--- src/rom_pkg.sv ---
/*
  Shared sizes, SDRAM layout and bus structs for the ROM fetch subsystem.
  Addresses are in 16-bit SDRAM units. REGION_OFFSET order is main, sound, char, obj.
*/
package rom_pkg;

    localparam int NUM_SLOTS = 4;
    localparam int SLOT_W    = $clog2(NUM_SLOTS);
    localparam int SDRAM_AW  = 22;
    localparam int WORD_AW   = SDRAM_AW - 1;
    localparam int CLIENT_AW = 17;

    // Base of each client's area in SDRAM, index 0 is the main CPU
    localparam logic [NUM_SLOTS-1:0][SDRAM_AW-1:0] REGION_OFFSET = {
        22'h4_0000 >> 1,
        22'h1_4000 >> 1,
        22'h1_8000 >> 1,
        22'h0_0000
    };

    typedef struct packed {
        logic                cs;
        logic [SDRAM_AW-1:0] addr;
    } rom_req_t;

    // Lower half holds the even address, upper half the odd one
    typedef struct packed {
        logic        rdy;
        logic [31:0] data;
    } sdram_rd_t;

    // Mask is active low
    typedef struct packed {
        logic                we;
        logic [SDRAM_AW-1:0] addr;
        logic [15:0]         data;
        logic [1:0]          mask;
    } prog_wr_t;

    typedef enum logic [1:0] {
        ARB_IDLE,
        ARB_WAIT_ACK,
        ARB_WAIT_DATA
    } arb_state_e;

endpackage

--- src/rom_region_map.sv ---
/*
  Client address translation. Output is one cycle behind the client inputs.
  Client addresses are zero extended before the region offset is added.
*/
`timescale 1ns/10ps

module rom_region_map (
    input  logic                                                   clk,
    input  logic                                                   rst_n,
    input  logic [rom_pkg::NUM_SLOTS-1:0]                          client_cs,
    input  logic [rom_pkg::NUM_SLOTS-1:0][rom_pkg::CLIENT_AW-1:0]  client_addr,
    output rom_pkg::rom_req_t [rom_pkg::NUM_SLOTS-1:0]             slot_req
);
    import rom_pkg::*;

    logic [NUM_SLOTS-1:0]               cs_q;
    logic [NUM_SLOTS-1:0][SDRAM_AW-1:0] addr_q;

    always_ff @(posedge clk or negedge rst_n) begin
        if (!rst_n) begin
            cs_q <= '0;
        end else begin
            cs_q <= client_cs;
        end
    end

    // Board ROM layout is fixed here
    always_ff @(posedge clk) begin
        for (int i = 0; i < NUM_SLOTS; i++) begin
            addr_q[i] <= REGION_OFFSET[i] + SDRAM_AW'(client_addr[i]);
        end
    end

    always_comb begin
        for (int i = 0; i < NUM_SLOTS; i++) begin
            slot_req[i].cs   = cs_q[i];
            slot_req[i].addr = addr_q[i];
        end
    end

endmodule

--- config.mk ---
export PLATFORM = sky130hd
export DESIGN_NAME = rom_region_map
export DESIGN_NICKNAME = d
export VERILOG_FILES = /design/src/rom_pkg.sv /design/src/rom_region_map.sv
export SDC_FILE = /design/constraint.sdc
export NUM_CORES = 1
export LEC_CHECK = 0
export BUFFER_PORTS_ARGS = -buffer_cell sky130_fd_sc_hd__buf_2
export CORE_ASPECT_RATIO = 0.7
export CORE_UTILIZATION = 35
export DETAILED_ROUTE_END_ITERATION = 7
export HOLD_SLACK_MARGIN = 0.02
export MAX_ROUTING_LAYER = met4
export PLACE_DENSITY = 0.85
export SETUP_SLACK_MARGIN = 0.1
export SYNTH_ARGS = -nofsm -noshare
export SYNTH_HDL_FRONTEND = slang
export SYNTH_SLANG_ARGS = --single-unit
--- constraint.sdc ---
create_clock -name clk -period 0.8 [get_ports clk]
set_input_delay 0.08 -clock clk [delete_from_list [all_inputs] [get_ports clk]]
set_output_delay 0.08 -clock clk [all_outputs]
set_load 0.01 [all_outputs]
# == Yosys cells after proc, flatten, opt, wreduce, memory -nomap -nowiden ==
# Index checks and enable logic that the tools add are counted.
# word_totals
reg_bits,79
out_inout_bits,92
elab_cells,8
# op_classes
add_sub_neg,3
# ops
operator,n
"adder 16 x 17 -> 18 bit, first input constant",2
"adder 18 x 17 -> 19 bit, first input constant",1

# == Logic depth before layout (Yosys ltp) ==
# Gate-level depths: netlist of run 1.
# logic_depth
word_depth,1
depth_mapped,3

# == Least setup slack after synthesis of run 1 ==
# No wires, ideal clock.
# synth_path
path_type,input-to-reg
startpoint,input client_addr[47] (netlist name)
endpoint,register addr_q (netlist bit slot_req[63])
arrival_time_ns,0.434
t_required_ns,0.685
setup_slack_ns,0.251
stages,2
path_buffers,0
cell_sequence,ha_1 -> o21a_1
# synth_between
elab_chain_cells,1
# synth_rtl
item,line,source
from (decl),rom_region_map.sv:11,"input logic [rom_pkg::NUM_SLOTS-1:0][rom_pkg::CLIENT_AW-1:0] client_addr,"
adder 16 x 17 -> 18 bit,rom_region_map.sv:30,addr_q[i] <= REGION_OFFSET[i] + SDRAM_AW'(client_addr[i]);
"to (signal, indexed assignment)",rom_region_map.sv:30,
to (decl),rom_region_map.sv:17,logic [NUM_SLOTS-1:0][SDRAM_AW-1:0] addr_q;
# Every way passes these cells.

# == Worst setup path after layout of run 1 ==
# layout_path
startpoint,register cs_q[3]
endpoint,output slot_req[91] (netlist name)
# layout_lines
item,line,source
from (decl),rom_region_map.sv:16,logic [NUM_SLOTS-1:0] cs_q;
from (signal assigned),rom_region_map.sv:23,cs_q <= client_cs;
to (decl),rom_region_map.sv:12,output rom_pkg::rom_req_t [rom_pkg::NUM_SLOTS-1:0] slot_req
# No word-level cell between the ends.

==> run metrics, run 1 <==
width of the chip=86.1 microns; sw power=1.88 mW; Final Util=0.771; Inserted Clock Buffers=9; setup TNS=-4.52 ns; post-synthesis instance area=1730 sq um; RSZ-0062 raised after global routing=true; Post-synth top cells=70 x dfxtp_1, 18 x buf_4, 4 x dfrtp_1, 4 x inv_1, 3 x xnor2_1; Cell Rows=21; post-synth top area cell=dfxtp_1; worst slack at placement=0.104 ns; top-count cell post-synth=dfxtp_1; synth unique cells=9; clock sink count=between 70 and 80; worst setup path startpoint=cs_q[3]; clock share of power=0.372; area share of the largest cell type after synthesis=0.808; fmax=about 1100 MHz; Setup Crit Path Kind=register to primary output; vias in the first global route=between 1.5k and 2k; All-Layer GR Usage=0.213; Initial Utilization=0.363; EDFF count, synth=0; Worst Setup Start Kind=register; Min-Delay Path Depth=2; final period utilization=1.19; Via Count=1600; vias per cell=3.92; DRC viols=0; final hold viol count=0; I/O Buffers=roughly 150; clk slew on worst S/H paths=0.09 ns; arrival time at the worst endpoint=0.87 ns; global-route wire length before repair=roughly 7.5 mm; Pint=6.10 mW; Mapped Cells=106; Syn Area/Cell=16.4 sq um; max incr delay on CP=0.38 ns; Final min period=0.952 ns; fraction of registers with async set/reset=0.0541; Final Power=7.98 mW; Critical Path RT=~0.7 ns; first drt pass iteration count=4; Nets=just over 400; dpl cells=320; antenna cells=0; crit path buf inv count=1; Die ar.=5240 sq um; max-slew violations=0; Slowest-stage cell, CP=dfrtp_1; setup ws final=-0.152 ns; violated checks=negative setup slack; Lkg Pwr=1.80 nW; clk buf depth=2; Gate power share=0.126; maxcap violations=0; min-delay src=client_addr[48]; Final Cell Area=around 3700 sq um; Yosys reg bits=74; crit path cell chain=buf_2; final setup vio count=76; Worst Hold End=slot_req[60]; Post-DP Area=2480 sq um; pwr dens=2170 nW/um^2; Synth Warn #=0; Top delay family on crit path=flip-flops; H-tree levels=3; largest net degree at the start of global routing=15; VDD IR max=1720 uV; Avg WL per Cell=around 15 microns; Reg power frac=0.502; ys flop type=dfxtp_1; Cell Count, Final, Fillers Out=around 410; CTS tree=yes; final HPWL from detailed placement=2.83 mm; total global routing overflow=0; share of cells above drive strength 1=0.593; hold crit path type=primary input to register; Hold Slack=approximately 0.0043 ns; Sw Ratio=0.235; die height=roughly 61 microns; Iteration-0 DRC Markers=75; status=finished with violations; I/O pins=166; Area growth syn-to-layout=112%; worst-path fanout max=1; CORE AREA=4780 sq um; register area share after synthesis=0.866; Detailed Route WL=about 6 mm; initial antenna violation count=0; Final GP Congestion=~0.72; Clk Tree Root Cell=clkbuf_8; Synth area leaders=dfxtp_1 81%, buf_4 7.8%, dfrtp_1 5.8%; Setup crit end kind=primary output; Detail Route Antenna Nets=0
[final cells by class]
class	instances	area [sq um]
tap	69	86.3
inverter	4	15.0
multi-input combinational	26	145
sequential	74	1550
clock buffer	10	138
fill	310	1100
clock inverter	6	72.6
timing repair buffer	219	1680
[repair_timing]
| item | 4_1_cts | 5_1_grt |
|---|---|---|
| hold endpoints to repair | 77 | 6 |
| hold buffers | 72 | 3 |
| setup endpoints to repair | 74 | 79 |
| setup buffers | 0 | 0 |
| resized for setup | 20 | 54 |
[power groups by stage]
| stage | Sequential, mW | Clock [mW] | Combinational (mW) |
|---|---|---|---|
| 2_1_floorplan | 4.15 | 0 | 0.135 |
| 3_3_place_gp | 4.02 | 0 | 0.568 |
| 3_5_place_dp | 4.03 | 0 | 0.581 |
| 4_1_cts | 3.96 | 3.01 | 0.887 |
| 5_1_grt | 4.02 | 3.23 | 1.07 |
| 6_report | 4.01 | 2.97 | 1.01 |
[kinds of logic after synthesis]
logic type,count (synthesis),synth area share
xor+xnor,3,0.0152
compound gates,3,0.0137
fa+ha+maj,2,0.0144
other cells,2,0.00433
flops,74,0.866
buf+inv,22,0.0866
[metal layers]
metal	track usage	share of wire	vias to the layer above
met2	0.393	0.56	91
met1	0.203	0.35	759
met4	0.0571	0.012	0
met5	-	0	-
li1	-	-	743
met3	0.102	0.078	7
[worst max-delay path by stage]
| stage | endpoint | slack (ns) | depth (start not counted) |
|---|---|---|---|
| global placement | slot_req[63] | 0.11 | 3 |
| detailed placement | slot_req[63] | 0.10 | 3 |
| finish | slot_req[91] | -0.15 | 1 |
| floorplan | slot_req[63] | 0.25 | 2 |
| global route | slot_req[91] | -0.20 | 1 |
| CTS | slot_req[91] | -0.14 | 1 |
[placed cells by master (no fill, tap or decap), types with 3 or more instances in the layout]
| cell type | instances |
|---|---|
| conb_1 | 18 |
| dfxtp_2 | 36 |
| buf_2 | 111 |
| clkbuf_8 | 10 |
| dfxtp_1 | 34 |
| buf_6 | 36 |
| dfrtp_1 | 4 |
| inv_1 | 4 |
| dlygate4sd3_1 | 72 |
| xnor2_1 | 3 |
[state kept, by name (all words and copies together), names as in the netlist]
signal    flops
cs_q          4
slot_req     70
No activity file was read; power rests on OpenSTA's default activity.
==> inputs of run 2 (changes only) <==
--- a/config.mk
+++ b/config.mk
@@ -5,7 +5,7 @@
 export SDC_FILE = /design/constraint.sdc
 export NUM_CORES = 1
 export LEC_CHECK = 0
-export BUFFER_PORTS_ARGS = -buffer_cell sky130_fd_sc_hd__buf_2
+export BUFFER_PORTS_ARGS = -buffer_cell sky130_fd_sc_hd__buf_4
 export CORE_ASPECT_RATIO = 0.7
 export CORE_UTILIZATION = 35
 export DETAILED_ROUTE_END_ITERATION = 7
==> run metrics, run 2 (synthesis gave the netlist of run 1 again) <==
VDD IR max=1740 uV (+1.2%); Setup Crit Path Kind=register to primary output; Worst Setup Start Kind=register; arrival time at the worst endpoint=0.89 ns (+0.02 ns); dpl cells=320 (unchanged); Nets=408 (-0.49%); Iteration-0 DRC Markers=34 (-55%); Final GP Congestion=0.711 (-0.99%); status=finished with violations; Post-DP Area=2850 sq um (+15%); Hold Slack=-0.0407 ns (-0.0450 ns); clk buf depth=2 (unchanged); Cell Rows=21 (unchanged); Die ar.=5240 sq um (unchanged); first drt pass iteration count=4 (unchanged); wire length on met1=2.41 mm (+17%); final hold viol count=2 (+2); antenna cells=0 (unchanged); I/O Buffers=147 (unchanged); I/O pins=166 (unchanged); Final min period=0.975 ns (+0.0229 ns); largest net degree at the start of global routing=14 (-1); worst slack at placement=0.103 ns (-0.000956 ns); Avg WL per Cell=15.7 microns (+8.2%); post-CTS setup buffers=0 (unchanged); highest metal used=met4; Clk Tree Root Cell=clkbuf_8; CORE AREA=4780 sq um (unchanged); Critical Path RT=0.72 ns (about the same); width of the chip=86.1 microns (unchanged); vias per cell=3.88 (-1.1%); RSZ-0062 raised after global routing=true; crit path cell chain=buf_6; setup ws final=-0.175 ns (-0.0229 ns); setup TNS=-3.74 ns (+0.778 ns); Lkg Pwr=1.93 nW (+7.2%); max-slew violations=0 (unchanged); final HPWL from detailed placement=2.95 mm (+4.3%); share of cells above drive strength 1=0.688 (+0.0955); Area growth syn-to-layout=137%; final period utilization=1.22 (+0.0286); vias in the first global route=1702 (+4.0%); leading cell type in the layout, fill and taps excluded=buf_6; violated checks=negative hold slack, negative setup slack; initial antenna violation count=0 (unchanged); Inserted Clock Buffers=9 (unchanged); All-Layer GR Usage=0.240 (+0.0266); metal2 WL=3.40 mm (+2.1%); commonest cells after routing, fill and taps aside=74 x buf_6, 73 x buf_4, 70 x dlygate4sd3_1, 69 x dfxtp_2, 18 x conb_1; Via Count=1575 (-1.6%); global-route wire length before repair=8.47 mm (+13%); clk slew on worst S/H paths=0.09 ns (about the same); max incr delay on CP=0.42 ns (+0.04 ns); Setup crit end kind=primary output; pwr dens=1980 nW/um^2 (-8.7%); total global routing overflow=0 (unchanged); Largest register FFs=70 (unchanged); Top delay family on crit path=flip-flops; Final Cell Area=4110 sq um (+11%); Initial Utilization=0.363 (unchanged); Slowest-stage cell, CP=dfrtp_1; Detailed Route WL=6.38 mm (+7.7%); worst-path fanout max=1 (unchanged); Cell Count, Final, Fillers Out=406 (-0.49%); hold crit path type=primary input to register; H-tree levels=3 (unchanged); crit path buf inv count=1 (unchanged); metal3 WL=515 microns (+11%); DRC viols=0 (unchanged); die height=60.9 microns (unchanged); clock sink count=74 (unchanged); final setup vio count=74 (-2.6%); Detail Route Antenna Nets=0 (unchanged); maxcap violations=0 (unchanged); CTS tree=yes; fmax=1030 MHz (-2.4%)
[run 2: power breakdown]
group / switching (mW) / internal (mW) / leakage, nW / total (mW)
registers: 0.114 / 3.94 / 0.638 / 4.05
clock network: 1.38 / 1.45 / 0.0966 / 2.82
logic: 0.403 / 0.841 / 1.20 / 1.24
[run 2: repair_timing]
action | CTS | global route
hold endpoints to repair | 77 | 5
cloned | 0 | 0
pin swaps | 0 | 1
gates resized for setup | 112 | 31
endpoints found under the setup margin | 74 | 80
hold buffers | 72 | 1
[run 2: metal layers]
layer	vias to the layer above	track usage
met1	735	0.242
met2	95	0.447
met3	8	0.0803
li1	737	-
met4	0	0.0786
met5	-	-
[run 2: area by class of cell]
| cell class | count | area [sq um] |
|---|---|---|
| repair buffers | 217 | 2080 |
| flip-flops and latches | 74 | 1590 |
| fillers | 232 | 676 |
| multi-input cells | 26 | 143 |
| clock buffers | 10 | 128 |
| well taps | 69 | 86.3 |
| clock inverters | 6 | 65.1 |
| inverters | 4 | 15.0 |
[run 2: worst paths after layout]
check,slack (ns),startpoint,depth (start not counted),endpoint
max,-0.17,cs_q[3],1,slot_req[91]
min,-0.04,client_addr[49],2,slot_req[61]
max in group asynchronous,0.60,rst_n,2,cs_q[2]
min in group asynchronous,0.08,rst_n,2,cs_q[3]
[run 2: metrics by stage]
stage | utilization | hold slack, ns | total power [mW]
6_report | 0.859 | -0.0407 | 8.12
5_1_grt | 0.859 | -0.0440 | 8.42
3_5_place_dp | 0.596 | -0.122 | 4.83
2_1_floorplan | - | -0.216 | 4.29
4_1_cts | 0.855 | -0.0216 | 8.03
3_3_place_gp | 0.596 | -0.123 | 4.81
