### src/rom_pkg.sv
/*
  Shared sizes, SDRAM layout and bus structs for the ROM fetch subsystem.
  Addresses are in 16-bit SDRAM units. REGION_OFFSET order is main, sound, char, obj.
*/
package rom_pkg;

    localparam int NUM_SLOTS = 4;
    localparam int SLOT_W    = $clog2(NUM_SLOTS);
    localparam int SDRAM_AW  = 22;
    localparam int WORD_AW   = SDRAM_AW - 1;
    localparam int CLIENT_AW = 17;

    // Base of each client's area in SDRAM, index 0 is the main CPU
    localparam logic [NUM_SLOTS-1:0][SDRAM_AW-1:0] REGION_OFFSET = {
        22'h4_0000 >> 1,
        22'h1_4000 >> 1,
        22'h1_8000 >> 1,
        22'h0_0000
    };

    typedef struct packed {
        logic                cs;
        logic [SDRAM_AW-1:0] addr;
    } rom_req_t;

    // Lower half holds the even address, upper half the odd one
    typedef struct packed {
        logic        rdy;
        logic [31:0] data;
    } sdram_rd_t;

    // Mask is active low
    typedef struct packed {
        logic                we;
        logic [SDRAM_AW-1:0] addr;
        logic [15:0]         data;
        logic [1:0]          mask;
    } prog_wr_t;

    typedef enum logic [1:0] {
        ARB_IDLE,
        ARB_WAIT_ACK,
        ARB_WAIT_DATA
    } arb_state_e;

endpackage

### src/rom_prog_loader.sv
/*
  Byte-wide ioctl writes become 16-bit masked SDRAM writes, one cycle later.
  ioctl_addr is a byte address; its low bit picks the byte lane.
*/
`timescale 1ns/10ps

module rom_prog_loader (
    input  logic                         clk,
    input  logic                         rst_n,
    input  logic                         ioctl_wr,
    input  logic [rom_pkg::SDRAM_AW-1:0] ioctl_addr,
    input  logic [7:0]                   ioctl_data,
    output rom_pkg::prog_wr_t            prog
);
    import rom_pkg::*;

    logic                we_q;
    logic [SDRAM_AW-1:0] addr_q;
    logic [15:0]         data_q;
    logic [1:0]          mask_q;

    always_ff @(posedge clk or negedge rst_n) begin
        if (!rst_n) begin
            we_q <= 1'b0;
        end else begin
            we_q <= ioctl_wr;
        end
    end

    // Byte goes to both lanes, the mask selects one
    always_ff @(posedge clk) begin
        if (ioctl_wr) begin
            addr_q <= ioctl_addr >> 1;
            data_q <= {ioctl_data, ioctl_data};
            mask_q <= ioctl_addr[0] ? 2'b01 : 2'b10;
        end
    end

    assign prog = '{we: we_q, addr: addr_q, data: data_q, mask: mask_q};

endmodule

### config.mk
export PLATFORM = sky130hd
export DESIGN_NAME = rom_prog_loader
export DESIGN_NICKNAME = d
export VERILOG_FILES = /design/src/rom_pkg.sv /design/src/rom_prog_loader.sv
export SDC_FILE = /design/constraint.sdc
export NUM_CORES = 1
export LEC_CHECK = 0
export BUFFER_PORTS_ARGS = -buffer_cell sky130_fd_sc_hd__buf_2
export CAP_MARGIN = 10
export CORE_MARGIN = 3
export CORE_UTILIZATION = 35
export CTS_BUF_LIST = sky130_fd_sc_hd__clkbuf_4
export DETAILED_ROUTE_END_ITERATION = 12
export GPL_TIMING_DRIVEN = 1
export PLACE_DENSITY = 0.73
export SYNTH_ARGS = -nofsm -noshare
export SYNTH_HDL_FRONTEND = slang
export SYNTH_SLANG_ARGS = --single-unit
### constraint.sdc
create_clock -name clk -period 0.8 [get_ports clk]
set_input_delay 0.08 -clock clk [delete_from_list [all_inputs] [get_ports clk]]
set_output_delay 0.08 -clock clk [all_outputs]
set_load 0.01 [all_outputs]
==> Yosys cells after proc, flatten, opt, wreduce, memory -nomap -nowiden <==
Cells that the tools add are included.
{ "classes": {"muxes": 1} }
{ "ops": {"columns": ["cell", "n"], "rows": [
  ["$mux W2", 1]
]} }
{ "word_totals": {"reg_bits": 40, "output_inout_bits": 41, "inputBits": 33, "word_cells": 5} }

==> Logic depth before layout (Yosys ltp) <==
Gate-level depths: netlist of run 1.
{ "depth": {"ltp_word": 1, "ltp_mapped": 1, "ltp_nobuf": 1} }

==> Least setup slack after synthesis of run 1 <==
No wires, ideal clock.
{ "synth_timing": {"path_kind": "register to output", "startpoint": "register data_q[8]", "endpoint": "output prog[10] in the netlist's numbering", "setup_slack_ns": 0.142, "required_time_ns": 0.720, "n_path_buf": 1, "arrival_time_ns": 0.578, "stages_incl_launch_ff": 2, "path_cell_list": "edfxtp_1 -> buf_4"} }
{ "synth_rtl": {"columns": ["element", "line_no", "rtl"], "rows": [
  ["start, declared", "rom_prog_loader.sv:19", "logic [15:0] data_q;"],
  ["start signal, assigned", "rom_prog_loader.sv:34", "data_q <= {ioctl_data, ioctl_data};"],
  ["end, declared", "rom_prog_loader.sv:13", "output rom_pkg::prog_wr_t prog"]
]} }
No word-level cell between the ends.

==> Final worst setup path of run 1 <==
{ "layout_timing": {"startpoint": "register addr_q[10]", "endpoint": "output prog[28] in the netlist's numbering"} }
{ "layout_rtl": {"columns": ["element", "line_no", "rtl"], "rows": [
  ["start, declared", "rom_prog_loader.sv:18", "logic [SDRAM_AW-1:0] addr_q;"],
  ["start signal, assigned", "rom_prog_loader.sv:33", "addr_q <= ioctl_addr >> 1;"]
]} }
No word-level cell between the ends.

==> results of run 1 <==
[per-layer routing]
metal,part of all wire,track usage,vias up
met1,0.34,0.1606,329
li1,-,-,355
met5,0,0,-
met3,0.15,0.1000,6
met2,0.50,0.2392,54
met4,0.021,0.07430,0
[area by class of cell]
cell class | instances | area share
Clock inverter | 2 | 0.004270
Multi-Input combinational cell | 1 | 0.002135
Clock buffer | 5 | 0.02135
Timing Repair Buffer | 105 | 0.4043
Inverter | 1 | 0.002135
Sequential cell | 32 | 0.5438
Tap cell | 31 | 0.02206
[cell usage after synthesis]
cell,count,share of area
conb_1,1,0.0036
inv_1,1,0.0036
dfrtp_1,1,0.024
buf_4,10,0.072
edfxtp_1,31,0.90
[final timing paths]
path / slack [ns] / from / cells after the start / to
max: -0.15 / addr_q[10]$_DFFE_PP_ / 1 / prog[28]
min: 0.06 / rst_n / 2 / we_q$_DFF_PN0_
max in group asynchronous: 0.66 / rst_n / 2 / we_q$_DFF_PN0_
min in group clk: 0.09 / ioctl_wr / 2 / we_q$_DFF_PN0_
[where the power goes]
part	internal, mW	total [mW]	switching (mW)
logic	0.274	0.494	0.220
clock network	0.306	0.789	0.483
registers	1.98	2.02	0.0364
total	2.56	3.30	0.739
[cells by family after synthesis]
logic type   after synthesis
buf+inv                   11
flops                     32
other cells                1
[state kept, by name (all words and copies together), names as in the netlist]
| signal | count |
|---|---|
| mask_q | 2 |
| data_q | 8 |
| addr_q | 21 |
| we_q | 1 |
[per-stage QoR]
step	power (mW)	util	setup WS, ns	std cells
after floorplan	2.203	-	0.1423	44
after global placement	2.425	0.5043	0.1131	139
after detailed placement	2.431	0.5043	0.09687	139
after CTS	3.320	0.6320	-0.1758	177
after global routing	3.456	0.6320	-0.2064	177
final	3.300	0.6320	-0.1534	177
[timing repair]
| item | CTS | global route |
|---|---|---|
| hold endpoints to repair | 32 | 0 |
| setup endpoints to repair | 40 | 40 |
| hold buffers | 31 | 0 |
| cloned | 0 | 0 |
==> qor.csv, run 1 <==
stage,metric,value,unit
timing,final worst path period need,0.9534,ns
die,Site Rows,19,
route,Vias/cell,4.203,
die,die footprint,3657,um2
route,routed len/inst,13.88,um
global_routing,first-pass GRT wire length,3684,um
global_routing,GRT overflow,0,
clocking,clk sinks,32,
status,outcome,finished with violations,
setup_path,Crit. End Element,output port,
die,die width,60.47,um
layout,Layout area overhead,69.28,%
logic_synthesis,"FF+latch count, synth",32,
place,IO buf count,72,
route,via count,744,
clocking,clock root cell,clkbuf_4,
timing,final hold slack,0.05539,ns
die,DIE HEIGHT,60.47,um
route,DRC,0,
setup_path,Worst Path Required,0.72,ns
place,RD Place Congestion,0.6548,
logic_synthesis,post-synthesis cell count,44,
route,DRT Wirelength,2457,um
clocking,TritonCTS clock tree,yes,
layout,layout cells sized above 1,0.5411,
timing,final worst path period share,1.192,
logic_synthesis,post-synthesis mux area share,0,
timing,"Slew Viols, Final",0,
global_routing,total track usage,0.1531,
min_path,Hold Path Class,input pin to async pin,
global_routing,initial antenna violation count,0,
route,Final ANT Viol Nets,0,
timing,TNS Setup,-4.987,ns
setup_path,crit-path cells,buf_2,
timing,final setup vio count,40,
layout,most frequent cells in the layout,"72 x buf_2, 31 x edfxtp_1, 31 x dlygate4sd3_1",
clocking,Max clock buf depth,2,
global_routing,vias in the first global route,789,
setup_path,Startpoint Class,register,
clocking,post-CTS repair timing setup buffer count,0,
power,Worst IR Drop VDD,1661,uV
layout,post-route cell area,1758,um2
die,core box area,2781,um2
clocking,H-tree Lvls,2,
job,max_cap viols,0,
power,Power Density,1877,nW/um2
status,violated checks,negative setup slack,
clocking,Resized Gates After CTS,0,
logic_synthesis,XOR/XNOR Fraction of Synth Area,0,
clocking,clock slew at reported path FFs,0.09,ns
route,Detailed Route Iter0 Violations,10,
layout,Multi-input gate area,3.754,um2
route,Pre-antenna DRT Iters,3,
layout,"commonest non-fill, non-tap cell in the layout",buf_2,
timing,max frequency,1.049,GHz
setup_path,CP Class,register to output port,
timing,Final Hold Vio Count,0,
logic_synthesis,largest family of logic cells by synthesized area,buffers and inverters,
power,Lkg Pwr,0.7813,nW
timing,unrepaired setup endpoints after global routing,true,
logic_synthesis,distinct cell type count after synthesis,5,
logic_synthesis,post-synthesis compound-gate area fraction,0,
logic_synthesis,synthesized cell area,1038,um2
setup_path,CP max FO,1,
setup_path,Critical path buffers and inverters,1,
layout,FF+latch area,955.9,um2
setup_path,Critical Path Slowest Stage Cell,edfxtp_1,
layout,nets,179,
logic_synthesis,YS warnings,0,
die,# IOs,74,
logic_synthesis,Post-Synth Adder-Cell Area,0,
layout,Antenna diodes,0,
timing,final worst setup slack,-0.1534,ns
logic_synthesis,Simple-Gate Fraction of Synth Area,0,
clocking,total clock buffers created by CTS,5,
die,initial core utilization,0.3734,
global_routing,pin count of the biggest net entering global routing,21,
setup_path,cell family with most CP delay,flip-flops,
setup_path,arrival time worst endpoint,0.87,ns
place,Post-DP Area,1403,um2
setup_path,CP max stage delay,0.39,ns
layout,Layout fillers,204,
logic_synthesis,Mean Syn Cell Area,23.60,um2
logic_synthesis,register area share after synthesis,0.9205,
logic_synthesis,Synthesized Nets,77,
Note: power is estimated with default switching activity, not from simulation.
==> run 2, diff against run 1 <==
- PLACE_DENSITY: 0.73 -> 0.77
- SETUP_SLACK_MARGIN: not set -> 0.5
==> run 2 against run 1 <==
Power fell by 3.3%. Maximum frequency increased by 1.7%. Design area decreased by 14%. The flow finishes with violations (negative hold slack, negative setup slack). Cell count is 15% lower. Critical path type unchanged. Largest power group unchanged. First-iteration DRC count grew 10%. Highest routed layer unchanged. Global-route usage fell by 3.2 points. Via count decreased by 12%.
==> qor.csv, run 2 (synthesized netlist as in run 1, its figures left out) <==
stage,metric,value,unit,change
min_path,Hold Path Class,input pin to register,,was input pin to async pin
timing,max frequency,1.067,GHz,was 1.049 GHz
route,Detailed Route Iter0 Violations,11,,was 10
power,Final Power,3.193,mW,was 3.300 mW
clocking,"Hold-fix buffers, CTS",1,,was 31
global_routing,total track usage,0.1216,,was 0.1531
min_path,hold path start,ioctl_addr[13],,
die,initial core utilization,0.3734,,unchanged
setup_path,Startpoint Class,register,,unchanged
setup_path,crit-path cells,buf_2,,unchanged
setup_path,Worst Path Required,0.72,ns,about the same
place,RD Place Congestion,0.6700,,was 0.6548
timing,"Slew Viols, Final",0,,unchanged
setup_path,CP max stage delay,0.39,ns,about the same
die,core box area,2781,um2,unchanged
route,Pre-antenna DRT Iters,3,,unchanged
power,sw power,705.6,uW,was 739.4 uW
setup_path,Crit. End Element,output port,,unchanged
timing,unrepaired setup endpoints after global routing,true,,unchanged
setup_path,Critical path buffers and inverters,1,,unchanged
clocking,H-tree Lvls,2,,unchanged
route,via count,652,,was 744
layout,nets,153,,was 179
global_routing,GRT overflow,0,,unchanged
timing,TNS Setup,-4.592,ns,was -4.987 ns
clocking,clock slew at reported path FFs,0.09,ns,about the same
power,P_int,2.487,mW,was 2.561 mW
route,DRT Wirelength,1988,um,was 2457 um
power,Power Density,2109,nW/um2,was 1877 nW/um2
die,die footprint,3657,um2,unchanged
timing,Final Hold Vio Count,30,,was 0
clocking,post-CTS repair timing setup buffer count,0,,unchanged
layout,most frequent cells in the layout,"70 x buf_2, 31 x edfxtp_1, 5 x clkbuf_4, 5 x buf_6, 2 x clkinv_1",,"was 72 x buf_2, 31 x edfxtp_1, 31 x dlygate4sd3_1"
setup_path,arrival time worst endpoint,0.86,ns,was 0.87 ns
die,Site Rows,19,,unchanged
die,# IOs,74,,unchanged
job,max_cap viols,0,,unchanged
status,outcome,finished with violations,,unchanged
setup_path,Levels on crit path,1,,unchanged
power,Clk network pwr share,0.243,,was 0.239
place,IO buf count,72,,unchanged
die,DIE HEIGHT,60.47,um,unchanged
global_routing,pin count of the biggest net entering global routing,11,,was 21
timing,final worst path period share,1.171,,was 1.192
timing,final worst setup slack,-0.1371,ns,was -0.1534 ns
setup_path,cell family with most CP delay,flip-flops,,unchanged
route,Final ANT Viol Nets,0,,unchanged
place,Placed Cells,140,,was 139
route,Vias/cell,4.318,,was 4.203
clocking,clock root cell,clkbuf_4,,unchanged
global_routing,initial antenna violation count,0,,unchanged
clocking,Max clock buf depth,2,,unchanged
timing,final setup vio count,40,,unchanged
layout,layout cells sized above 1,0.7000,,was 0.5411
layout,Layout area overhead,45.78,%,was 69.28%
layout,Largest regs,"addr_q x21, data_q x8, mask_q x2",,unchanged
clocking,total clock buffers created by CTS,5,,unchanged
power,Lkg Pwr,0.6833,nW,was 0.7813 nW
clocking,TritonCTS clock tree,yes,,unchanged
power,Worst IR Drop VDD,1363,uV,was 1661 uV
global_routing,first-pass GRT wire length,2987,um,was 3684 um
layout,"commonest non-fill, non-tap cell in the layout",buf_2,,unchanged
route,routed len/inst,13.17,um,was 13.88 um
min_path,Hold Path End,addr_q[12]$_DFFE_PP_,,
min_path,worst hold stages,1,,
route,DRC,0,,unchanged
layout,Finished Layout Cells,151,,was 177
timing,final worst path period need,0.9371,ns,was 0.9534 ns
power,Gate power share,0.126,,was 0.150
layout,Largest Register,addr_q,,unchanged
layout,Antenna diodes,0,,unchanged
power,sw frac,0.2210,,was 0.2241
setup_path,CP Class,register to output port,,unchanged
power,Seq pwr share,0.631,,was 0.611
layout,Largest register FFs,21,,unchanged
place,DP Worst Slack,0.1135,ns,was 0.09687 ns
die,die width,60.47,um,unchanged
setup_path,CP max FO,2,,was 1
clocking,clk sinks,32,,unchanged
global_routing,vias in the first global route,670,,was 789
setup_path,Critical Path Slowest Stage Cell,edfxtp_1,,unchanged
timing,final hold slack,-0.07018,ns,was 0.05539 ns
status,violated checks,"negative hold slack, negative setup slack",,was negative setup slack
[run 2: worst max path at each step]
stage	start	end	slack, ns
6_report	data_q[11]$_DFFE_PP_	prog[5]	-0.14
5_1_grt	data_q[9]$_DFFE_PP_	prog[3]	-0.20
4_1_cts	data_q[11]$_DFFE_PP_	prog[13]	-0.17
3_5_place_dp	ioctl_wr	data_q[8]$_DFFE_PP_	0.11
3_3_place_gp	ioctl_wr	data_q[7]$_DFFE_PP_	0.13
2_1_floorplan	data_q[8]$_DFFE_PP_	prog[10]	0.15
[run 2: through the flow]
stage | hold slack [ns] | cell area [um2] | util
after floorplan | -0.2156 | 1075 | -
after global placement | -0.1427 | 1388 | 0.4989
after detailed placement | -0.1385 | 1388 | 0.4989
after CTS | -0.09355 | 1475 | 0.5304
after global routing | -0.09984 | 1514 | 0.5443
final | -0.07018 | 1514 | 0.5443
[run 2: timing repair]
action                                  CTS  global route
gates resized for setup                   7             3
endpoints found under the hold margin    32            30
gates cloned                              2             1
endpoints found under the setup margin   71            66
[run 2: layout make-up]
| class | count | area [um2] |
|---|---|---|
| fill | 256 | 1267 |
| clock inverter | 2 | 7.507 |
| multi-input combinational | 1 | 3.754 |
| clock buffer | 5 | 37.54 |
| inverter | 1 | 6.256 |
| timing repair buffer | 79 | 464.2 |
| sequential | 32 | 955.9 |
| tap | 31 | 38.79 |
[run 2: power groups by stage]
stage                     Clock (mW)  Combinational [mW]  Sequential (mW)
after floorplan                    0              0.0926             2.14
after global placement             0               0.361             2.05
after detailed placement           0               0.364             2.06
after CTS                      0.819               0.387             2.02
after global routing           0.895               0.441             2.03
final                          0.777               0.401             2.01
[run 2: metal layers]
metal,up-vias,global-route usage,wire (um)
met5,-,0,0
met4,0,0.07430,48
met3,6,0.1064,399
met2,54,0.1914,939
met1,289,0.1014,600
li1,303,-,-
