--- config.mk ---
export PLATFORM = sky130hd
export DESIGN_NAME = rom_slot
export DESIGN_NICKNAME = d
export VERILOG_FILES = /design/src/rom_pkg.sv /design/src/rom_slot.sv
export SDC_FILE = /design/constraint.sdc
export NUM_CORES = 1
export LEC_CHECK = 0
export BUFFER_PORTS_ARGS = -buffer_cell sky130_fd_sc_hd__buf_4
export CAP_MARGIN = 10
export CELL_PAD_IN_SITES_DETAIL_PLACEMENT = 0
export CELL_PAD_IN_SITES_GLOBAL_PLACEMENT = 1
export CORE_UTILIZATION = 43
export DETAILED_ROUTE_END_ITERATION = 7
export GPL_TIMING_DRIVEN = 0
export PLACE_DENSITY_LB_ADDON = 0.1
export RECOVER_POWER = 100
export SLEW_MARGIN = 40
export SYNTH_ARGS = -nofsm -noshare
export SYNTH_HDL_FRONTEND = slang
export SYNTH_SLANG_ARGS = --single-unit
--- constraint.sdc ---
create_clock -name clk -period 4.9 [get_ports clk]
set_input_delay 0.49 -clock clk [delete_from_list [all_inputs] [get_ports clk]]
set_output_delay 0.49 -clock clk [all_outputs]
set_load 0.03 [all_outputs]
--- src/rom_pkg.sv ---
/*
  Shared sizes, SDRAM layout and bus structs for the ROM fetch subsystem.
  Addresses are in 16-bit SDRAM units. REGION_OFFSET order is main, sound, char, obj.
*/
package rom_pkg;

    localparam int NUM_SLOTS = 4;
    localparam int SLOT_W    = $clog2(NUM_SLOTS);
    localparam int SDRAM_AW  = 22;
    localparam int WORD_AW   = SDRAM_AW - 1;
    localparam int CLIENT_AW = 17;

    // Base of each client's area in SDRAM, index 0 is the main CPU
    localparam logic [NUM_SLOTS-1:0][SDRAM_AW-1:0] REGION_OFFSET = {
        22'h4_0000 >> 1,
        22'h1_4000 >> 1,
        22'h1_8000 >> 1,
        22'h0_0000
    };

    typedef struct packed {
        logic                cs;
        logic [SDRAM_AW-1:0] addr;
    } rom_req_t;

    // Lower half holds the even address, upper half the odd one
    typedef struct packed {
        logic        rdy;
        logic [31:0] data;
    } sdram_rd_t;

    // Mask is active low
    typedef struct packed {
        logic                we;
        logic [SDRAM_AW-1:0] addr;
        logic [15:0]         data;
        logic [1:0]          mask;
    } prog_wr_t;

    typedef enum logic [1:0] {
        ARB_IDLE,
        ARB_WAIT_ACK,
        ARB_WAIT_DATA
    } arb_state_e;

endpackage

--- src/rom_slot.sv ---
/*
  One 32-bit word cache for a single client. A miss is latched and held on
  fetch_req until the arbiter answers with fetch_grant_done.
  Cache contents are not invalidated by a download, only by reset.
*/
`timescale 1ns/10ps

module rom_slot (
    input  logic                         clk,
    input  logic                         rst_n,
    input  rom_pkg::rom_req_t            req,
    output logic                         fetch_req,
    output logic [rom_pkg::SDRAM_AW-1:0] fetch_addr,
    input  logic                         fetch_grant_done,
    input  logic [31:0]                  fetch_data,
    output logic [15:0]                  data,
    output logic                         ok
);
    import rom_pkg::*;

    logic               valid;
    logic [WORD_AW-1:0] tag;
    logic [31:0]        word;
    logic [WORD_AW-1:0] pend_addr;
    logic [WORD_AW-1:0] req_word;
    logic               hit;
    logic               fill_match;
    logic               start_miss;
    logic [31:0]        word_next;

    assign req_word   = req.addr[SDRAM_AW-1:1];
    assign hit        = valid && (tag == req_word);
    assign fill_match = fetch_grant_done && (pend_addr == req_word);
    assign start_miss = req.cs && !hit && !fetch_req;
    // Bypass the fill word so ok can rise one cycle after the grant
    assign word_next  = fetch_grant_done ? fetch_data : word;
    assign fetch_addr = {pend_addr, 1'b0};

    always_ff @(posedge clk or negedge rst_n) begin
        if (!rst_n) begin
            valid     <= 1'b0;
            fetch_req <= 1'b0;
            ok        <= 1'b0;
        end else begin
            if (fetch_grant_done) begin
                valid     <= 1'b1;
                fetch_req <= 1'b0;
            end else if (start_miss) begin
                fetch_req <= 1'b1;
            end
            ok <= req.cs && (fill_match || (hit && !fetch_grant_done));
        end
    end

    always_ff @(posedge clk) begin
        if (fetch_grant_done) begin
            tag  <= pend_addr;
            word <= fetch_data;
        end
        if (start_miss) begin
            pend_addr <= req_word;
        end
        data <= req.addr[0] ? word_next[31:16] : word_next[15:0];
    end

endmodule

**Yosys cells after proc, flatten, opt, wreduce, memory -nomap -nowiden**

Index checks and enable logic that the tools add are counted.

- Reduce and logical (&&, ||, !) cells: 11
- Eq/ne operators: 2
- Muxes and demuxes: 4

Operator list:

| cell | number |
|---|---|
| $eq 21x21->1 | 2 |
| $mux 32 | 1 |
| $mux 16 | 1 |
| $logic_and 1x1->1 | 6 |
| $logic_not 1->1 | 3 |
| $mux 1 | 2 |
| $reduce_bool 2->1 | 1 |
| $logic_or 1x1->1 | 1 |

- Flip-flop bits (word level): 93

**Longest topological paths before layout**

Gate-level depths: netlist of run 1.

- Depth in word-level cells: 7
- Mapped depth: 5
- Mapped depth without buffers: 5

**Worst setup path before layout of run 1**

OpenSTA, ideal clock, no wires.

- Path kind: input -> register
- Start point: input req[17] in the netlist's numbering
- End point: register pend_addr[0] (enable)
- Path slack: 2.631 ns
- Library setup time: 0.399 ns
- Required time: 4.501 ns
- Buffers on the path: 0
- Data arrival time: 1.870 ns
- Stages on the path: 5
- Cell sequence: xnor2_1 -> nand4_1 -> nor4_2 -> a41o_1 -> nor2_1

- Cells in the longest elaborated chain, start to end: 5

Ends and longest elaborated chain:

| element | RTL line | source |
|---|---|---|
| start: declaration | rom_slot.sv:11 | `input rom_pkg::rom_req_t req,` |
| $eq 21x21->1 | rom_slot.sv:32 | `assign hit = valid && (tag == req_word);` |
| $logic_and 1x1->1 | rom_slot.sv:32 |  |
| $logic_not 1->1 | rom_slot.sv:34 | `assign start_miss = req.cs && !hit && !fetch_req;` |
| $logic_and 1x1->1 (2 in series) | rom_slot.sv:34 |  |
| named net start_miss | rom_slot.sv:28 | `logic start_miss;` |
| end signal: assignment | rom_slot.sv:61 | `pend_addr <= req_word;` |
| end: declaration | rom_slot.sv:24 | `logic [WORD_AW-1:0] pend_addr;` |

The timed path passes the listed nets, and every way through them passes these cells.
A chain may end at the register's enable or synchronous reset.

**Final worst setup path of run 1**

- Start point: input fetch_grant_done
- End point: register data[8]

- Cells in the longest elaborated chain, start to end: 2

Ends and longest elaborated chain:

| element | RTL line | source |
|---|---|---|
| start: declaration | rom_slot.sv:14 | `input logic fetch_grant_done,` |
| $mux 32 | -- |  |
| named net word_next[8] | rom_slot.sv:29 | `logic [31:0] word_next;` |
| $mux 16 | rom_slot.sv:63 | `data <= req.addr[0] ? word_next[31:16] : word_next[15:0];` |
| end signal: assignment | rom_slot.sv:63 |  |
| end: declaration | rom_slot.sv:16 | `output logic [15:0] data,` |

The timed path passes the listed nets, and every way through them passes these cells.

==> flow_summary_export.csv, run 1 <==
group,metric,value,unit
sta,fin_skew,5.901,ps
min_path,hold_class,"in2reg",
detailed_routing,wl_met2,2961,um
detailed_routing,ant_nets,0,
sta,tns,0,ps
sta,slew_violations,0,
layout,nets,378,
worst_setup_path,path_common_cell,"clkbuf_1",
worst_setup_path,end_kind,"flop",
detailed_routing,firstDrtPassIters,4,
sta,finalCriticalPeriod,2810,ps
clocking,cts_tree,"done",
logic_synthesis,synthesis.area,3413,um^2
floorplan,start_util,0.4440,
clocking,htreeDepth,3,
place,numPortBuffers,95,
logic_synthesis,ys_seq_area_frac,0.6730,
detailed_routing,wl_per_cell,14.63,um
detailed_routing,wl_met1,2789,um
sta,period_share,0.5736,
logic_synthesis,synth_edf_count,42,
worst_setup_path,slowest_delay,900,ps
grt,grt_first_pass_wirelength,9908,um
worst_setup_path,start_kind,"input pin",
worst_setup_path,cp.arrival,3050,ps
worst_setup_path,crit_slowest_cell,"clkbuf_1",
clocking,clockBufferDepth,2,
logic_synthesis,ys_ff_latch,93,
logic_synthesis,syn-num-nets,270,
worst_setup_path,crit_fanout,22,
logic_synthesis,synthCells,212,
place,gp_congestion,0.7170,
logic_synthesis,ys_types,21,
detailed_routing,vias,1998,
detailed_routing,top_layer,"met4",
floorplan,num_rows,32,
sta,max_freq,355.8,MHz
clocking,cts.sinks,93,
grt,antenna_found_initial,0,
place,placed_area,4289,um^2
power_and_ir_drop,vdd_drop_max,0.0002118,V
sta,grt_setup_unrepaired,"false",
sta,setup_slack,2090,ps
logic_synthesis,synth-main-ff-cell,"dfxtp_1",
clocking,post_cts_buffers,0,
layout,fin_area,4198,um^2
worst_setup_path,worstSetupPathType,"in2reg",
sta,setup_violations,0,
floorplan,fp.dieW,91.10,um
clocking,ctsResizeCount,0,
sta,worst_pin_slew,1256,ps
clocking,cts_buffers,9,
sta,finalHoldViolCount,0,
logic_synthesis,synth.most_common_cell,"dfxtp_1",
layout,antennaDiodeCount,0,
detailed_routing,first_iter_violations,42,
place,hpwl,4569,um
grt,grt_start_max_net_pins,23,
detailed_routing,drt-total-wl,6232,um
logic_synthesis,ys_warn_count,0,
detailed_routing,post_drt_via_cell_ratio,4.690,
layout,syn_to_final_growth,22.98,%
clocking,cts-root-buf,"clkbuf_8",
grt,grt_pass1_vias,2031,
logic_synthesis,synth_top_cell_area_share,0.3695,
run,cap_violations,0,
logic_synthesis,synthTopCellsByArea,"edfxtp_1 37%, dfxtp_1 28%, mux2_1 11%",
floorplan,fp.dieH,91.10,um
worst_setup_path,crit_path_cell_trace,"clkbuf_1 -> clkbuf_1 -> clkbuf_1 -> mux2_1 -> mux2_2",
detailed_routing,drc,0,
grt,overflow,0,
power_and_ir_drop,powerDensity,386.2,nW/um^2
sta,worst_slew_margin_rel,0.1628,
logic_synthesis,synth_top_area_cell,"edfxtp_1",
logic_synthesis,synth_common_cells,"48 x dfxtp_1, 42 x edfxtp_1, 32 x mux2_1, 24 x xor2_1, 18 x xnor2_1",
place,preCtsSetupSlack,2764,ps
layout,drive_above_1_share,0.2068,
logic_synthesis,ys_async_sr_fraction,0.03226,
worst_setup_path,required,5140,ps
clocking,insertion_delay,350,ps
floorplan,die_area,8298,um^2
floorplan,core,7687,um^2
power_and_ir_drop,p_leak,1.562,nW
layout,fillCellCount,715,
grt,grt_use_total,0.1582,
run_status,run_status,"completed",
detailed_routing,wl_met3,394,um
clocking,path_clk_slew,80,ps
floorplan,io_pins,98,
logic_synthesis,avgSynthCellArea,16.10,um^2
## power breakdown
group          switching, mW  internal, mW
Clock                  0.247         0.263
Combinational          0.126        0.0830
Sequential            0.0221         0.879
Total                  0.396          1.23
## critical path: cells and delay by family
family	cells	cell delay [ps]
buffers and inverters	3	1900
multiplexers	2	660
## what timing repair did
| item | 4_1_cts | 5_1_grt |
|---|---|---|
| endpoints found under the setup margin | 0 | 0 |
| endpoints found under the hold margin | 3 | 0 |
| hold buffers | 1 | 0 |
## layer usage
metal,track usage,up-vias
met5,0,-
met4,0.05556,0
met3,0.05444,9
met2,0.2532,61
met1,0.1993,951
li1,-,977
## layout by cell type, fill, tap and decap left out, types with 6 or more instances in the layout
| cell type | synthesis | final |
|---|---|---|
| clkbuf_1 | 1 | 68 |
| mux2_1 | 32 | 32 |
| mux2_2 | 16 | 16 |
| nor4_1 | 5 | 6 |
| dfxtp_1 | 48 | 48 |
| nand4_1 | 7 | 7 |
| buf_4 | 1 | 34 |
| xor2_1 | 24 | 24 |
| xnor2_1 | 18 | 18 |
| clkbuf_8 | 0 | 11 |
| edfxtp_1 | 42 | 42 |
## path summary, 6_finish.rpt
path                                        from            end  slack [ps]  depth (start not counted)
worst max-delay path            fetch_grant_done        data[8]        2090                          5
worst min-delay path              fetch_data[26]       word[26]         370                          2
worst max register to register           tag[11]  pend_addr[19]        2440                          6
worst min register to register          word[14]       word[14]         460                          1
max in group asynchronous                  rst_n             ok        4240                          2
min in group asynchronous                  rst_n      fetch_req         500                          2
## registers in the layout, summed over array words and instances, names as in the netlist
name,cells
fetch_req,1
data,16
tag,21
pend_addr,21
ok,1
word,32
valid,1
## layout make-up
| class | instances | area, um^2 | area share |
|---|---|---|---|
| Sequential cell | 93 | 2297 | 0.5472 |
| Clock buffer | 12 | 156.4 | 0.03726 |
| Buffer | 7 | 31.28 | 0.007452 |
| Timing Repair Buffer | 97 | 494.2 | 0.1177 |
| Multi-Input combinational cell | 110 | 1040 | 0.2477 |
| Inverter | 2 | 7.507 | 0.001788 |
| Tap cell | 102 | 127.6 | 0.03040 |
| Clock inverter | 3 | 43.79 | 0.01043 |
## cell families after synthesis
family	after synthesis	share of synthesized area
compound gates	3	0.009164
xor+xnor	42	0.1078
mux	48	0.1584
buf+inv	9	0.01833
other cells	1	0.001099
flops	93	0.6730
simple gates	16	0.03226
## through the flow
step | cells | utilization | power, mW | hold WS [ps]
6_report | 426 | 0.5461 | 1.621 | 367.1
5_1_grt | 426 | 0.5461 | 1.693 | 347.0
4_1_cts | 426 | 0.5853 | 1.682 | 322.1
3_5_place_dp | 410 | 0.5579 | 1.168 | 283.2
3_3_place_gp | 409 | 0.5534 | 1.161 | 281.8
2_1_floorplan | 212 | - | 1.054 | 194.4
Power figures use the tool's default switching activity.
==> run 2: changes to the inputs <==
--- a/config.mk
+++ b/config.mk
@@ -9,7 +9,7 @@
 export CAP_MARGIN = 10
 export CELL_PAD_IN_SITES_DETAIL_PLACEMENT = 0
 export CELL_PAD_IN_SITES_GLOBAL_PLACEMENT = 1
-export CORE_UTILIZATION = 43
+export CORE_UTILIZATION = 37
 export DETAILED_ROUTE_END_ITERATION = 7
 export GPL_TIMING_DRIVEN = 0
 export PLACE_DENSITY_LB_ADDON = 0.1
==> constraint.sdc (replaced) <==
create_clock -name clk -period 2.3 [get_ports clk]
set_input_delay 0.23 -clock clk [delete_from_list [all_inputs] [get_ports clk]]
set_output_delay 0.23 -clock clk [all_outputs]
set_load 0.03 [all_outputs]
==> run 2 against run 1 <==
The flow now finishes with violations (DRC); first-iteration DRC count grew 38%; setup slack worse by 1700 ps; clock power up 120%; highest routed layer unchanged; total power grew 110%; non-clock buffer count did not move; critical path depth unchanged; routed wire length increased by 6.8%.
==> flow_summary_export.csv, run 2 (same netlist as run 1, synthesis figures left out) <==
group,metric,value,unit
detailed_routing,ant_nets,0,
sta,slew_violations,0,
detailed_routing,wl_per_cell,15.36,um
layout,largest_register,"word",
floorplan,die_area,9613,um^2
power_and_ir_drop,p_sw_frac,0.2426,
worst_setup_path,r2r_end,"pend_addr[4]",
detailed_routing,drc,6,
min_path,hold_class,"in2reg",
power_and_ir_drop,p_leak,1.571,nW
run,cap_violations,0,
place,placed_area,4284,um^2
layout,syn_to_final_growth,23.75,%
layout,nets,378,
grt,grt_start_max_net_pins,23,
grt,grt_use_total,0.1484,
worst_setup_path,crit_fanout,22,
worst_setup_path,required,2540,ps
worst_setup_path,r2r_slack,360,ps
power_and_ir_drop,powerDensity,824.1,nW/um^2
min_path,whs_path_depth,2,
sta,grt_setup_unrepaired,"false",
grt,antenna_found_initial,0,
layout,fin_util,0.4797,
worst_setup_path,end_kind,"flop",
layout,antennaDiodeCount,0,
detailed_routing,post_drt_via_cell_ratio,4.656,
floorplan,core,8806,um^2
clocking,cts_buffers,9,
sta,fin_skew,11.45,ps
floorplan,num_rows,34,
run_status,run_status,"complete, but fails checks",
layout,fillCellCount,859,
grt,grt_first_pass_wirelength,10810,um
place,gp_congestion,0.6531,
layout,fin_area,4224,um^2
sta,finalCriticalPeriod,1955,ps
min_path,hold_start,"fetch_data[18]",
clocking,cts-root-buf,"clkbuf_8",
clocking,cts.sinks,93,
power_and_ir_drop,pwr-share-seq,0.551,
layout,reg.largest.list,"word x32, pend_addr x21, tag x21",
sta,worst_slew_margin_rel,0.5724,
layout,drive_above_1_share,0.2062,
worst_setup_path,r2r.worst_path.cells,6,
detailed_routing,first_iter_violations,58,
min_path,holdPathEnd,"word[18]",
sta,timing.hold.ws,103.7,ps
power_and_ir_drop,p_sw,0.8446,mW
layout,final_cell_mix,"70 x clkbuf_1, 48 x dfxtp_1, 42 x edfxtp_1",
power_and_ir_drop,internal_power,2.636,mW
floorplan,start_util,0.3876,
floorplan,io_pins,98,
worst_setup_path,start_kind,"input pin",
layout,largest_reg_flops,32,
clocking,insertion_delay,350,ps
power_and_ir_drop,power_frac_clock,0.319,
power_and_ir_drop,vdd_drop_max,0.0004111,V
grt,overflow,0,
clocking,cts_tree,"done",
sta,finalHoldViolCount,0,
power_and_ir_drop,power_frac_comb,0.130,
place,numPortBuffers,95,
sta,worst_pin_slew,641.4,ps
place,preCtsSetupSlack,424.2,ps
detailed_routing,drt-total-wl,6653,um
floorplan,fp.dieW,98.05,um
sta,setup_slack,345.0,ps
worst_setup_path,cp.arrival,2200,ps
clocking,clockBufferDepth,2,
sta,period_share,0.8500,
detailed_routing,vias,2016,
grt,grt_pass1_vias,2169,
clocking,htreeDepth,3,
detailed_routing,firstDrtPassIters,6,
clocking,path_clk_slew,90,ps
worst_setup_path,rr_startpoint,"tag[18]",
worst_setup_path,worstSetupPathType,"in2reg",
place,hpwl,4882,um
sta,max_freq,511.5,MHz
sta,tns,0,ps
sta,setup_violations,0,
layout,final_common_cell,"clkbuf_1",
run_status,violations,"DRC",
floorplan,fp.dieH,98.05,um
==> run 2: cell count changes in the layout (fill, tap and decap cells not counted) <==
cell,before,now
nor2_2,0,1
clkbuf_8,11,9
buf_8,0,1
nor2_1,1,0
clkbuf_16,0,1
clkbuf_4,0,1
clkinvlp_4,1,0
buf_4,34,35
clkbuf_1,68,70
inv_4,1,0
clkbuf_2,1,0
==> run 2: power groups by stage <==
stage                     clock (mW)  sequential (mW)  combinational (mW)
after floorplan                    0             2.07               0.179
after global placement             0             1.96               0.521
after detailed placement           0             1.96               0.531
after CTS                       1.15             1.92               0.534
after global routing            1.21             1.93               0.491
final                           1.11             1.92               0.452
==> run 2: layout make-up <==
class                           instances  area [um^2]  share of cell area
Sequential cell                        93         2297              0.5438
Tap cell                              108        135.1             0.03199
Multi-Input combinational cell        110         1042              0.2467
Clock buffer                           15        171.4             0.04058
Clock inverter                          1        30.03            0.007109
Inverter                                2        7.507            0.001777
Buffer                                  7        31.28            0.007405
Timing Repair Buffer                   97        509.2              0.1206
==> run 2: worst max-delay path: stages <==
cell,delay (ps)
buf_4,280
clkbuf_1,450
clkbuf_1,550
mux2_1,400
mux2_2,270
==> run 2: repair_timing <==
action,CTS,global route
setup buffers,0,0
hold buffers,1,0
gates resized for setup,0,0
endpoints found under the hold margin,3,0
==> run 2: how the worst max path moves through the flow <==
stage	slack [ps]	start	endpoint
final	350	fetch_grant_done	data[8]
after global routing	200	tag[18]	pend_addr[6]
after CTS	420	tag[8]	pend_addr[6]
after detailed placement	420	req[9]	pend_addr[15]
after global placement	-580	tag[14]	pend_addr[6]
after floorplan	140	tag[16]	pend_addr[0]
==> run 2: per-layer routing <==
| metal | GRT usage | wire length (um) | vias up | share of wire |
|---|---|---|---|---|
| met1 | 0.1820 | 2931 | 971 | 0.44 |
| li1 | - | - | 976 | - |
| met3 | 0.05011 | 486 | 6 | 0.073 |
| met5 | 0 | 0 | - | 0 |
| met4 | 0.08159 | 83 | 0 | 0.012 |
| met2 | 0.2302 | 3151 | 63 | 0.47 |
==> run 2: per-stage QoR <==
stage | power [mW] | instances
after floorplan | 2.245 | 212
after global placement | 2.478 | 415
after detailed placement | 2.489 | 416
after CTS | 3.605 | 433
after global routing | 3.635 | 433
final | 3.481 | 433
